`src/logic/cpuPkg.sv`:
```
package cpuPkg;

    typedef logic [31:0] wordT;
    typedef logic [7:0]  pcT;
    typedef logic [4:0]  regIdxT;
    typedef logic [7:0]  memAddrT;
    typedef logic [5:0]  opcodeT;
    typedef logic [3:0]  aluOpT;

    // alu operations, immediate opcode n and func n both map to n-1
    localparam aluOpT aluAdd = 4'd0;
    localparam aluOpT aluSub = 4'd1;
    localparam aluOpT aluAnd = 4'd2;
    localparam aluOpT aluOr  = 4'd3;
    localparam aluOpT aluXor = 4'd4;
    localparam aluOpT aluNor = 4'd5;
    localparam aluOpT aluSll = 4'd6;
    localparam aluOpT aluSrl = 4'd7;
    localparam aluOpT aluSra = 4'd8;
    localparam aluOpT aluSlt = 4'd9;
    localparam aluOpT aluSgt = 4'd10;
    localparam aluOpT aluNot = 4'd11;
    localparam aluOpT aluInc = 4'd12;
    localparam aluOpT aluDec = 4'd13;
    localparam aluOpT aluPop = 4'd14;
    localparam aluOpT aluLui = 4'd15;

    typedef enum logic [2:0] {
        brAlways = 3'd0,
        brMinus  = 3'd1,
        brPlus   = 3'd2,
        brZero   = 3'd3,
        brNone   = 3'd4
    } brOpT;

    typedef enum logic [1:0] {
        stFetch = 2'd0,
        stExec  = 2'd1,
        stIdle  = 2'd2
    } ctrlStateT;

    typedef enum logic [1:0] {
        ph0 = 2'd0,
        ph1 = 2'd1,
        ph2 = 2'd2,
        ph3 = 2'd3
    } phaseT;

    localparam opcodeT opR    = 6'h00;
    localparam opcodeT opAddi = 6'h01;
    localparam opcodeT opSubi = 6'h02;
    localparam opcodeT opAndi = 6'h03;
    localparam opcodeT opOri  = 6'h04;
    localparam opcodeT opXori = 6'h05;
    localparam opcodeT opNori = 6'h06;
    localparam opcodeT opSli  = 6'h07;
    localparam opcodeT opSrli = 6'h08;
    localparam opcodeT opSrai = 6'h09;
    localparam opcodeT opSlti = 6'h0a;
    localparam opcodeT opSgti = 6'h0b;
    localparam opcodeT opNoti = 6'h0c;
    localparam opcodeT opInci = 6'h0d;
    localparam opcodeT opDeci = 6'h0e;
    localparam opcodeT opHami = 6'h0f;
    localparam opcodeT opLui  = 6'h10;
    localparam opcodeT opLd   = 6'h11;
    localparam opcodeT opSt   = 6'h12;
    localparam opcodeT opMove = 6'h14;
    localparam opcodeT opCmov = 6'h15;
    localparam opcodeT opBr   = 6'h20;
    localparam opcodeT opBmi  = 6'h21;
    localparam opcodeT opBpl  = 6'h22;
    localparam opcodeT opBz   = 6'h23;
    localparam opcodeT opHalt = 6'h24;
    localparam opcodeT opNop  = 6'h25;
    localparam opcodeT opCall = 6'h26;

    localparam regIdxT linkReg  = 5'd16;
    localparam int     memDepth = 256;

endpackage
```
`src/logic/aluExec.sv`:
```
`timescale 1ns/100ps

module aluExec (
    input  cpuPkg::wordT  rsData,
    input  cpuPkg::wordT  rtData,
    input  logic [15:0]   imm,
    input  logic          aluSrc,
    input  cpuPkg::aluOpT aluOp,
    output cpuPkg::wordT  aluResult,
    output logic          rtZero
);
    import cpuPkg::*;

    wordT       opA;
    wordT       opB;
    wordT       extImm;
    wordT       popCnt;
    logic [4:0] shAmt;

    assign extImm = {{16{imm[15]}}, imm};
    // aluSrc high picks the register operand
    assign opA    = rsData;
    assign opB    = aluSrc ? rtData : extImm;
    assign shAmt  = opB[4:0];
    assign rtZero = (rtData == '0);

    always_comb begin
        popCnt = '0;
        for (int i = 0; i < 32; i++) begin
            popCnt = popCnt + wordT'(opA[i]);
        end
    end

    always_comb begin
        case (aluOp)
            aluAdd: aluResult = opA + opB;
            aluSub: aluResult = opA - opB;
            aluAnd: aluResult = opA & opB;
            aluOr:  aluResult = opA | opB;
            aluXor: aluResult = opA ^ opB;
            aluNor: aluResult = ~(opA | opB);
            aluSll: aluResult = opA << shAmt;
            aluSrl: aluResult = opA >> shAmt;
            aluSra: aluResult = wordT'($signed(opA) >>> shAmt);
            aluSlt: aluResult = wordT'($signed(opA) < $signed(opB));
            aluSgt: aluResult = wordT'($signed(opA) > $signed(opB));
            aluNot: aluResult = ~opA;
            aluInc: aluResult = opA + 32'd1;
            aluDec: aluResult = opA - 32'd1;
            aluPop: aluResult = popCnt;
            // low half of operand b moves to the top
            aluLui: aluResult = {opB[15:0], 16'h0000};
            default: aluResult = opA + opB;
        endcase
    end

endmodule

```
`config.mk`:
```
export PLATFORM = sky130hd
export DESIGN_NAME = aluExec
export DESIGN_NICKNAME = d
export VERILOG_FILES = /design/src/logic/cpuPkg.sv /design/src/logic/aluExec.sv
export SDC_FILE = /design/constraint.sdc
export NUM_CORES = 1
export LEC_CHECK = 0
export ABC_AREA = 1
export BUFFER_PORTS_ARGS = -buffer_cell sky130_fd_sc_hd__buf_4
export CAP_MARGIN = 20
export CORE_ASPECT_RATIO = 1.1
export CORE_MARGIN = 2
export CORE_UTILIZATION = 33
export DETAILED_ROUTE_END_ITERATION = 8
export GPL_TIMING_DRIVEN = 1
export SETUP_SLACK_MARGIN = 0.2
export SYNTH_ARGS = -nofsm -noshare
export SYNTH_HDL_FRONTEND = slang
export SYNTH_SLANG_ARGS = --single-unit
```
`constraint.sdc`:
```
create_clock -name vclk -period 5.65
set_clock_uncertainty 0.2 [all_clocks]
set_input_delay 0.565 -clock vclk [all_inputs]
set_output_delay 0.565 -clock vclk [all_outputs]
set_load 0.05 [all_outputs]
```
# Word level (Yosys, flattened, before mapping)
# Index checks and enable logic that the tools add are counted.
# op_classes
add_sub_neg,35
n_mul,0
div_mod_pow,0
n_lt_le_gt_ge,2
eq_ne,15
shift,3
muxes,2
bitwise,5
n_reduce_logical,2
# ops
op,n
32-bit one-hot mux with 16 select lines,1
32-bit inverter,2
31-bit by 1-bit adder with 32-bit output,1
32-bit by 1-bit adder with 32-bit output (second input constant),1
32-bit adder,1
32-bit AND,1
4-bit == test (second input constant),8
32-bit > comparator,1
32-bit zero test,1
32-bit < comparator,1
32-bit two-way mux,1
32-bit bitwise OR,1
32-bit by 5-bit << shifter with 32-bit output,1
32-bit by 5-bit >> shifter with 32-bit output,1
32-bit by 5-bit >>> shifter with 32-bit output,1
32-bit by 1-bit subtractor with 32-bit output (second input constant),1
32-bit subtractor,1
32-bit bitwise XOR,1
30-bit by 1-bit adder with 31-bit output,1
29-bit by 1-bit adder with 30-bit output,1
28-bit by 1-bit adder with 29-bit output,1
27-bit by 1-bit adder with 28-bit output,1
26-bit by 1-bit adder with 27-bit output,1
25-bit by 1-bit adder with 26-bit output,1
28 further kinds,32
# word_totals
regBits,0
latchBits,0
mem_bits_rw,0
rom_bits,0
elab_cells,64
n_memories,0

# Logic depth before layout (Yosys ltp)
# Gate-level depths: netlist of run 1.
# logic_depth
ltp_word,32
ltp_mapped,32
ltp_nobuf,29

# Worst setup path after synthesis of run 1
# No wires, ideal clock.
# synth_timing
kind,in2out
startpoint,input port rsData[1]
endpoint,output port aluResult[2]
arrival_ns,5.344
required_ns,4.885
setup_slack_ns,-0.459
cell_stages,17
path_buffers,0
path_cell_list,inv_1 > fa_1 > fa_1 > fa_1 > fa_1 > fa_1 > fa_1 > inv_1 > ha_1 > inv_1 > fa_1 > inv_1 > or2_2 > nand3_1 > o21ai_0 > a2111oi_0 > a21oi_1
# synth_via
elab_chain_cells,32
elab_cells_between_ends,39
cone_classes,add/sub: 35; shift: 3; mux: 1
# synth_rtl
element,line,source
"start, declared",aluExec.sv:4,"input cpuPkg::wordT rsData,"
1-bit by 1-bit adder with 2-bit output,aluExec.sv:30,popCnt = popCnt + wordT'(opA[i]);
2-bit by 1-bit adder with 3-bit output,aluExec.sv:30,
3-bit by 1-bit adder with 4-bit output,aluExec.sv:30,
4-bit by 1-bit adder with 5-bit output,aluExec.sv:30,
5-bit by 1-bit adder with 6-bit output,aluExec.sv:30,
6-bit by 1-bit adder with 7-bit output,aluExec.sv:30,
7-bit by 1-bit adder with 8-bit output,aluExec.sv:30,
8-bit by 1-bit adder with 9-bit output,aluExec.sv:30,
(+16 left out),n/a,
25-bit by 1-bit adder with 26-bit output,aluExec.sv:30,
26-bit by 1-bit adder with 27-bit output,aluExec.sv:30,
27-bit by 1-bit adder with 28-bit output,aluExec.sv:30,
28-bit by 1-bit adder with 29-bit output,aluExec.sv:30,
29-bit by 1-bit adder with 30-bit output,aluExec.sv:30,
30-bit by 1-bit adder with 31-bit output,aluExec.sv:30,
31-bit by 1-bit adder with 32-bit output,aluExec.sv:30,
32-bit one-hot mux with 16 select lines (*),aluExec.sv:35,case (aluOp)
"end, declared",aluExec.sv:9,"output cpuPkg::wordT aluResult,"
# Every way passes the cells marked *; elsewhere a longest branch is shown, timed or not.

# Final worst setup path of run 1
# layout_timing
startpoint,input port rsData[23]
endpoint,output port aluResult[4]
# layout_via
elab_chain_cells,10
elab_cells_between_ends,13
cone_classes,add/sub: 9; shift: 3; mux: 1
# layout_rtl
element,line
23-bit by 1-bit adder with 24-bit output,aluExec.sv:30
24-bit by 1-bit adder with 25-bit output,aluExec.sv:30
25-bit by 1-bit adder with 26-bit output,aluExec.sv:30
26-bit by 1-bit adder with 27-bit output,aluExec.sv:30
27-bit by 1-bit adder with 28-bit output,aluExec.sv:30
28-bit by 1-bit adder with 29-bit output,aluExec.sv:30
29-bit by 1-bit adder with 30-bit output,aluExec.sv:30
30-bit by 1-bit adder with 31-bit output,aluExec.sv:30
31-bit by 1-bit adder with 32-bit output,aluExec.sv:30
32-bit one-hot mux with 16 select lines (*),aluExec.sv:35
# Marks and branches as above.

==> run_results.csv, run 1 <==
group,metric,value,unit
status,status,"finished with violations",
status,failed_checks,"negative setup slack",
worst_setup_path,critPathMaxFanout,3,
drt,first_iter_violations,2071,
worst_setup_path,cpMaxStageDelayCell,"fa_2",
global_routing,grt_pass1_wl,116,mm
synth,synth_fp_nets,2673,
job,maxCapViolCount,0,
sta,min_period,6180,ps
worst_setup_path,cp_data_required_time,4890,ps
global_routing,grt.total_usage,0.406,
drt,wl_per_cell,26.6,um
worst_setup_path,crit_cells,22,
drt,dr_total_vias,17853,
sta,finalHoldViolCount,0,
drt,avgViaCountPerCell,5.74,
global_routing,grt_pass1_vias,16775,
die,pin_count,118,
worst_setup_path,cpMostUsedCell,"fa_1",
sta,post-route-period-util,1.09,
placement,dp_hpwl,70.1,mm
die,die_w,191,um
sta,drv_slew,0,
global_routing,grt_overflow,0,
clock_network,cts_hold_buf,0,
worst_setup_path,start_kind,"primary input",
worst_setup_path,crit_buf_inv,7,
finish,mostFrequentLayoutCells,"nand2_1 (771), inv_1 (301), buf_4 (253)",
worst_setup_path,critPathTopFamily,"adder cells",
die,core-area,37900,um2
sta,relSlewSlack,0.319,
pwr,p_per_area,196,nW/um2
finish,numSequentialCells,0,
synth,synth_cell_types,55,
finish,drive_above_1_share,0.156,
placement,portBuffers,118,
die,die_h,209,um
synth,synth_xor_area_frac,0.0160,
finish,num_antenna_cells,0,
die,initial_core_util,0.333,
synth,syn_area,12600,um2
min_path,hp-class,"in -> out",
finish,area_growth,20.4,%
finish,fill_cells,4415,
pwr,leakage,7.99,nW
drt,drt-pass1-iter-count,6,
drt,ant_nets,0,
min_path,hold_depth,5,
sta,max_freq,0.162,GHz
sta,setup_ws,-528,ps
worst_setup_path,worstSetupEndpointType,"primary output",
pwr,peakVddDrop,0.205,mV
worst_setup_path,critPathKind,"in -> out",
synth,yosys_warnings,0,
global_routing,antenna_found_initial,3,
finish,seq_area,0,um2
synth,synth-compound-area-share,0.202,
worst_setup_path,crit_start,"rsData[23]",
finish,multi_input_area,11200,um2
finish,final_common_cell,"nand2_1",
worst_setup_path,crit_chain,"buf_4 > inv_1 > fa_2 > fa_2 > fa_1 > fa_1 > fa_1 > fa_1 > inv_2 > ha_4 > inv_2 > fa_2 > inv_2 > a21oi_2 > nor2_1 > nor2_1 > xor2_1 > nor2_1 > nor3_2 > buf_4 > nand3_4 > buf_8",
die,dieArea,39800,um2
finish,clockBufferCount,0,
global_routing,grt_max_degree,66,
drt,remaining_drc_errors,0,
placement,routabilityCongestion,1.08,
drt,drt_wl_total,82.6,mm
pwr,total_power,2.99,mW
synth,syn_area_per_cell,5.21,um2
worst_setup_path,arrival,5410,ps
synth,synth_top_area_share,0.230,
worst_setup_path,crit_path_end,"aluResult[4]",
sta,holdWs,1350,ps
synth,yosys.area_share.simple,0.472,
synth,syn_inst,2424,
worst_setup_path,max_stage_delay,640,ps
synth,ys_top_cells_by_area,"nand2_1 (23%), ha_1 (14%), nand3_1 (9.8%)",
sta,worstMarginPinSlew,1020,ps
sta,setup_viol,5,
synth,yosys.area.top_type,"nand2_1",
finish,nNetsFinal,2861,
die,rows,75,
synth,synthAdderAreaFrac,0.178,
synth,ys_seq_area_frac,0,
synth,synth_mux_area_frac,0,
synth,synth_top_family_by_area,"simple AND/OR/NAND/NOR gates",
sta,grt_setup_unrepaired,"true",
==> final cells by class <==
type               count  share of cell area
inverters            326              0.0818
repair buffers       270               0.139
multi-input cells   2014               0.738
well taps            500              0.0412
==> cell usage after synthesis (5+ instances only) <==
master,instances
o21ai_0,179
nand2_1,775
nand3_1,247
o22ai_1,12
nand2_4,5
o21ai_1,22
ha_1,138
nor2_1,206
nand4_1,37
clkbuf_1,32
o21bai_1,7
nor2_2,9
o2111ai_1,10
o221ai_1,5
buf_4,5
fa_1,26
nand3b_1,6
nor2_4,6
a221oi_1,12
inv_2,11
inv_1,310
xor2_1,18
o21a_1,6
a21o_1,14
or2_2,9
nand2_2,27
buf_6,6
buf_2,28
nor4_1,12
o211ai_1,25
a21oi_1,131
nor3_1,31
buf_1,11
xnor2_1,5
==> stage by stage <==
| step | std cells | setup TNS, ps | worst slack (ps) | area [um2] | util |
|---|---|---|---|---|---|
| 2_1_floorplan | 2424 | -207 | -122 | 12700 | - |
| 3_3_place_gp | 3102 | -3110 | -735 | 14900 | 0.392 |
| 3_5_place_dp | 3102 | -3390 | -814 | 14900 | 0.392 |
| 4_1_cts | 3105 | -2580 | -565 | 15000 | 0.396 |
| 5_1_grt | 3110 | -3110 | -681 | 15200 | 0.401 |
| 6_report | 3110 | -2340 | -528 | 15200 | 0.401 |
==> layer usage <==
metal  wire (um)  track usage  vias to the layer above  part of all wire
met5           0            0                        -                 0
met4        7710        0.293                        0             0.093
met3        7670       0.0769                      233             0.093
met2       35300        0.634                     1032              0.43
met1       31900        0.495                     8268              0.39
li1            -            -                     8320                 -
==> power breakdown <==
group	total, mW	internal (mW)	switching (mW)
clock network	0	0	0
registers	0	0	0
logic	2.99	1.07	1.91
==> timing repair <==
item / in CTS / in global routing
setup buffers: 3 / 5
cloned: 0 / 0
endpoints found under the setup margin: 7 / 23
resized for setup: 35 / 46
pin swaps: 22 / 10
==> kinds of logic after synthesis <==
logic type / Yosys count
simple gates: 1381
compound gates: 446
buf+inv: 410
fa+ha+maj: 164
xor+xnor: 23
==> worst min-delay path by stage <==
stage,from,to,slack (ps)
2_1_floorplan,rtData[31],rtZero,1190
3_3_place_gp,rtData[8],rtZero,1350
3_5_place_dp,rtData[8],rtZero,1350
4_1_cts,rtData[8],rtZero,1360
5_1_grt,rtData[28],rtZero,1390
6_report,rtData[8],rtZero,1350
(Power assumes the default switching activity.)
==> inputs of run 2 (changes only) <==
clock period = 4.95 ns   (was 5.65 ns; I/O delays follow)
==> run 2 against run 1 <==
Net effect:
- non-clock buffer count up 103
- global-route usage fell by 2.2 points
- die area unchanged
- final area grew 10%
- sequential share of layout area unchanged
- the run still ends with negative setup slack left
- routed wire length fell by 4.4%
- worst hold slack lost 140 ps
==> run_results.csv, run 2 (synthesized netlist as in run 1, its figures left out) <==
group,metric,value,unit
status,status,"finished with violations",
status,failed_checks,"negative setup slack",
worst_setup_path,crit_chain,"buf_8 > inv_4 > fa_2 > fa_2 > fa_2 > fa_1 > fa_1 > fa_1 > inv_2 > ha_4 > inv_2 > fa_2 > inv_2 > a21oi_1 > nor2_1 > nor2_1 > xor2_1 > nor2_1 > nor3_2 > buf_4 > nand3_2 > buf_6",
die,initial_core_util,0.333,
worst_setup_path,arrival,5280,ps
worst_setup_path,cpMostUsedCell,"fa_2",
worst_setup_path,max_stage_delay,670,ps
pwr,peakVddDrop,0.289,mV
global_routing,grt_pass1_wl,112,mm
die,die_h,209,um
sta,relSlewSlack,0.323,
placement,portBuffers,118,
placement,dp_hpwl,66.2,mm
min_path,hold_depth,5,
sta,finalHoldViolCount,0,
worst_setup_path,cp_data_required_time,4260,ps
drt,remaining_drc_errors,0,
sta,drv_slew,0,
die,die_w,191,um
global_routing,grt.total_usage,0.384,
drt,ant_nets,0,
drt,dr_total_vias,18168,
global_routing,antenna_found_initial,1,
finish,clockBufferCount,0,
job,maxCapViolCount,0,
die,rows,75,
min_path,hold_start,"rtData[8]",
global_routing,grt_overflow,0,
placement,routabilityCongestion,1.06,
sta,worstMarginPinSlew,1020,ps
die,core-area,37900,um2
min_path,hp-class,"in -> out",
drt,avgViaCountPerCell,5.65,
drt,drt_wl_total,79.0,mm
global_routing,use_met1,0.492,
global_routing,gr-usage-met3,0.0504,
drt,drt-pass1-iter-count,6,
pwr,leakage,8.65,nW
sta,totalNegativeSetupSlack,-5510,ps
finish,nNetsFinal,2965,
worst_setup_path,cpMaxStageDelayCell,"fa_2",
worst_setup_path,critPathTopFamily,"adder cells",
global_routing,gr-usage-met2,0.587,
min_path,whs_endpoint,"rtZero",
finish,fill_cells,4276,
global_routing,grt_pass1_vias,17006,
finish,drive_above_1_share,0.230,
die,pin_count,118,
worst_setup_path,critPathMaxFanout,3,
global_routing,grt_max_degree,74,
drt,first_iter_violations,2096,
placement,placed_cell_area,15500,um2
worst_setup_path,crit_buf_inv,7,
finish,design_area,16700,um2
finish,mostFrequentLayoutCells,"nand2_1 (745), buf_4 (334), inv_1 (285)",
finish,area_growth,32.6,%
sta,post-route-period-util,1.21,
sta,min_period,5980,ps
sta,setup_ws,-1030,ps
die,dieArea,39800,um2
worst_setup_path,start_kind,"primary input",
worst_setup_path,worstSetupEndpointType,"primary output",
global_routing,grt.busiest_layer,"met2",
sta,max_freq,0.167,GHz
sta,grt_setup_unrepaired,"true",
pwr,p_per_area,218,nW/um2
finish,num_antenna_cells,0,
sta,setup_viol,6,
finish,numSequentialCells,0,
pwr,total_power,3.65,mW
drt,wl_per_cell,24.6,um
finish,seq_area,0,um2
worst_setup_path,critPathKind,"in -> out",
finish,final_common_cell,"nand2_1",
[run 2: power breakdown]
group	internal (mW)	leakage, nW	switching [mW]
sequential	0	0	0
clock	0	0	0
combinational	1.40	8.65	2.25
[run 2: worst max path at each step]
| stage | slack [ps] | end | depth (start not counted) | startpoint |
|---|---|---|---|---|
| 6_report | -1030 | aluResult[4] | 22 | rsData[25] |
| 5_1_grt | -1180 | aluResult[4] | 22 | rsData[25] |
| 4_1_cts | -1100 | aluResult[2] | 20 | rsData[21] |
| 3_5_place_dp | -1260 | aluResult[2] | 20 | rsData[23] |
| 3_3_place_gp | -1260 | aluResult[2] | 20 | rsData[23] |
| 2_1_floorplan | -680 | aluResult[2] | 17 | rsData[17] |
[run 2: layer usage]
layer | share of wire | up-vias
met5 | 0 | -
met4 | 0.092 | 0
met3 | 0.092 | 236
met2 | 0.42 | 1104
met1 | 0.39 | 8295
li1 | - | 8533
[run 2: per-stage QoR]
stage,hold WS (ps),instances,utilization,setup WS (ps)
3_5_place_dp,1210,3186,0.410,-1260
3_3_place_gp,1220,3186,0.410,-1260
5_1_grt,1250,3214,0.442,-1180
6_report,1210,3214,0.442,-1030
2_1_floorplan,1050,2424,-,-680
4_1_cts,1210,3192,0.418,-1100
[run 2: repair_timing]
action                     CTS  global route
pin swaps                   34            84
gates cloned                 0             2
hold buffers                 0             0
setup endpoints to repair   26            29
resized for setup           72           197
buffers inserted             6            20
[run 2: layout make-up]
class / instances / area [um2] / share of cell area
inverter: 326 / 1260 / 0.0752
multi-input combinational: 2015 / 11800 / 0.707
tap: 500 / 626 / 0.0374
timing repair buffer: 373 / 3030 / 0.181
==> inputs of run 3 (changes only) <==
ABC_AREA = default   (was 1)
clock period = 5.6 ns   (was 4.95 ns; I/O delays follow)
==> run 3 against run 2 <==
Net effect:
- first-iteration DRC count shrank 6.4%
- largest cell class unchanged
- combinational power shrank 11%
- via count shrank 14%
- critical path type unchanged
- utilization grew 2.4 points
- the flow still finishes with violations (negative setup slack)
- sequential share of layout area is the same
- final area shrank 4.4%
- synthesized area shrank 8.4%
==> run_results.csv, run 3 <==
group,metric,value,unit
synth,synth_cell_types,79,
die,rows,71,
finish,drive_above_1_share,0.295,
sta,post-route-period-util,1.12,
sta,finalHoldViolCount,0,
status,status,"finished with violations",
global_routing,antenna_found_initial,3,
worst_setup_path,crit_start,"rsData[1]",
global_routing,grt.total_usage,0.388,
die,die_w,183,um
synth,yosys_warnings,0,
sta,min_period,6250,ps
worst_setup_path,critPathMaxFanout,2,
global_routing,grt_pass1_vias,14993,
sta,grt_setup_unrepaired,"true",
die,initial_core_util,0.337,
pwr,peakVddDrop,0.245,mV
placement,routabilityCongestion,1.08,
drt,wl_met2,30.9,mm
finish,final_common_cell,"buf_4",
finish,numSequentialCells,0,
finish,multi_input_area,11700,um2
finish,mostFrequentLayoutCells,"buf_4 (354), nand2_1 (158), nor2_1 (153)",
worst_setup_path,start_kind,"primary input",
drt,wl_per_cell,30.7,um
synth,synthTopCellsByCount,"nand2_1 (164), nor2_1 (160), a21oi_1 (141)",
synth,synth_fp_nets,1926,
worst_setup_path,max_stage_delay,570,ps
synth,synth.most_common_cell,"nand2_1",
drt,dr_total_vias,15708,
synth,syn_area,11600,um2
worst_setup_path,worstSetupEndpointType,"primary output",
drt,remaining_drc_errors,0,
die,dieArea,36600,um2
sta,setup_ws,-651,ps
worst_setup_path,crit_buf_inv,5,
sta,max_freq,0.160,GHz
global_routing,grt_pass1_wl,105,mm
pwr,p_per_area,203,nW/um2
sta,totalNegativeSetupSlack,-3070,ps
finish,clockBufferCount,0,
status,failed_checks,"negative setup slack",
job,maxCapViolCount,0,
synth,yosys.area.top_type,"ha_1",
placement,portBuffers,118,
die,pin_count,118,
min_path,hp-class,"in -> out",
worst_setup_path,crit_path_end,"aluResult[1]",
drt,first_iter_violations,1962,
worst_setup_path,crit_cells,18,
pwr,total_power,3.24,mW
global_routing,grt_overflow,0,
finish,seq_area,0,um2
synth,syn_inst,1677,
worst_setup_path,critPathTopFamily,"adder cells",
sta,worstMarginPinSlew,1110,ps
finish,design_area,16000,um2
worst_setup_path,cpMaxStageDelayCell,"fa_1",
placement,dp_hpwl,57.4,mm
synth,syn_area_per_cell,6.90,um2
clock_network,cts_hold_buf,0,
finish,area_growth,38.2,%
die,die_h,200,um
sta,drv_slew,0,
drt,avgViaCountPerCell,6.49,
sta,relSlewSlack,0.253,
drt,drt_wl_total,74.3,mm
drt,wirelength_met1,27.9,mm
worst_setup_path,critPathKind,"in -> out",
pwr,leakage,7.08,nW
worst_setup_path,cpMostUsedCell,"fa_1",
drt,ant_nets,0,
drt,wl_met3,7.64,mm
synth,ys_seq_area_frac,0,
worst_setup_path,cp_data_required_time,4840,ps
finish,fill_cells,3516,
worst_setup_path,arrival,5490,ps
finish,nNetsFinal,2229,
drt,drt-pass1-iter-count,6,
synth,ys_top_cells_by_area,"ha_1 (15%), mux2i_1 (10%), a21oi_1 (6.1%)",
sta,setup_viol,6,
worst_setup_path,crit_chain,"buf_8 > clkinvlp_4 > fa_1 > fa_2 > fa_2 > fa_1 > fa_1 > fa_1 > inv_2 > ha_4 > inv_2 > fa_2 > o22ai_2 > a211oi_2 > nand3_2 > a221oi_4 > nor3_4 > buf_6",
global_routing,grt_max_degree,56,
drt,top_layer_used,"met4",
die,core-area,34400,um2
placement,placed_cell_area,14800,um2
synth,synth_top_area_share,0.149,
==> run 3: cell types whose count changed after synthesis, moves of 19 or more <==
cell | before | now
nand2_1 | 775 | 164
nand3_1 | 247 | 35
inv_1 | 310 | 118
mux2i_1 | 0 | 117
xnor2_1 | 5 | 61
o21ai_0 | 179 | 130
nor2_1 | 206 | 160
clkbuf_1 | 32 | 68
nand2_2 | 27 | 0
nand4_1 | 37 | 13
a221oi_1 | 12 | 32
a31oi_1 | 3 | 22
buf_2 | 28 | 9
==> run 3: area by class of cell <==
type	instances	area share
multi-input combinational	1457	0.733
timing repair buffer	398	0.203
inverter	123	0.0294
tap	438	0.0343
antenna	4	0.000626
==> run 3: repair_timing <==
action / CTS / global route
setup buffers: 20 / 18
endpoints found under the hold margin: 0 / 0
setup endpoints to repair: 18 / 22
pin swaps: 61 / 74
gates resized for setup: 91 / 84
gates cloned: 1 / 0
==> run 3: worst min-delay path by stage <==
| stage | start | endpoint | slack [ps] | cells past startpoint |
|---|---|---|---|---|
| after detailed placement | rtData[12] | rtZero | 1360 | 5 |
| after CTS | rtData[7] | rtZero | 1370 | 5 |
| final | rtData[14] | rtZero | 1370 | 5 |
| after global routing | rtData[10] | rtZero | 1380 | 5 |
| after floorplan | rtData[3] | rtZero | 1170 | 3 |
| after global placement | rtData[7] | rtZero | 1340 | 5 |
==> run 3: power by group <==
group          switching [mW]  internal (mW)     total, mW
logic                    1.88           1.36          3.24
registers                   0              0             0
clock network               0   0.0000000189  0.0000000190
==> run 3: cell families after synthesis <==
group,count (synthesis),synth area share
fa+ha+maj,164,0.194
xor+xnor,78,0.0590
mux,152,0.159
simple gates,511,0.205
compound gates,552,0.307
buf+inv,220,0.0757
==> run 3: tightest hold or removal path: cells and delay by family <==
family | cells | cell delay, ps
and+or+nand+nor | 3 | 170
buffers and inverters | 2 | 260
==> run 3: layer usage <==
| metal | track usage | up-vias |
|---|---|---|
| li1 | - | 6825 |
| met1 | 0.485 | 7532 |
| met2 | 0.584 | 1034 |
| met3 | 0.0716 | 317 |
| met4 | 0.308 | 0 |
| met5 | 0 | - |
==> run 3: stage by stage <==
| step | cells | util | setup slack [ps] | hold slack (ps) |
|---|---|---|---|---|
| 2_1_floorplan | 1677 | - | -177 | 1170 |
| 3_3_place_gp | 2377 | 0.431 | -789 | 1340 |
| 3_5_place_dp | 2377 | 0.431 | -884 | 1360 |
| 4_1_cts | 2398 | 0.448 | -649 | 1370 |
| 5_1_grt | 2416 | 0.465 | -766 | 1380 |
| 6_report | 2420 | 0.465 | -651 | 1370 |
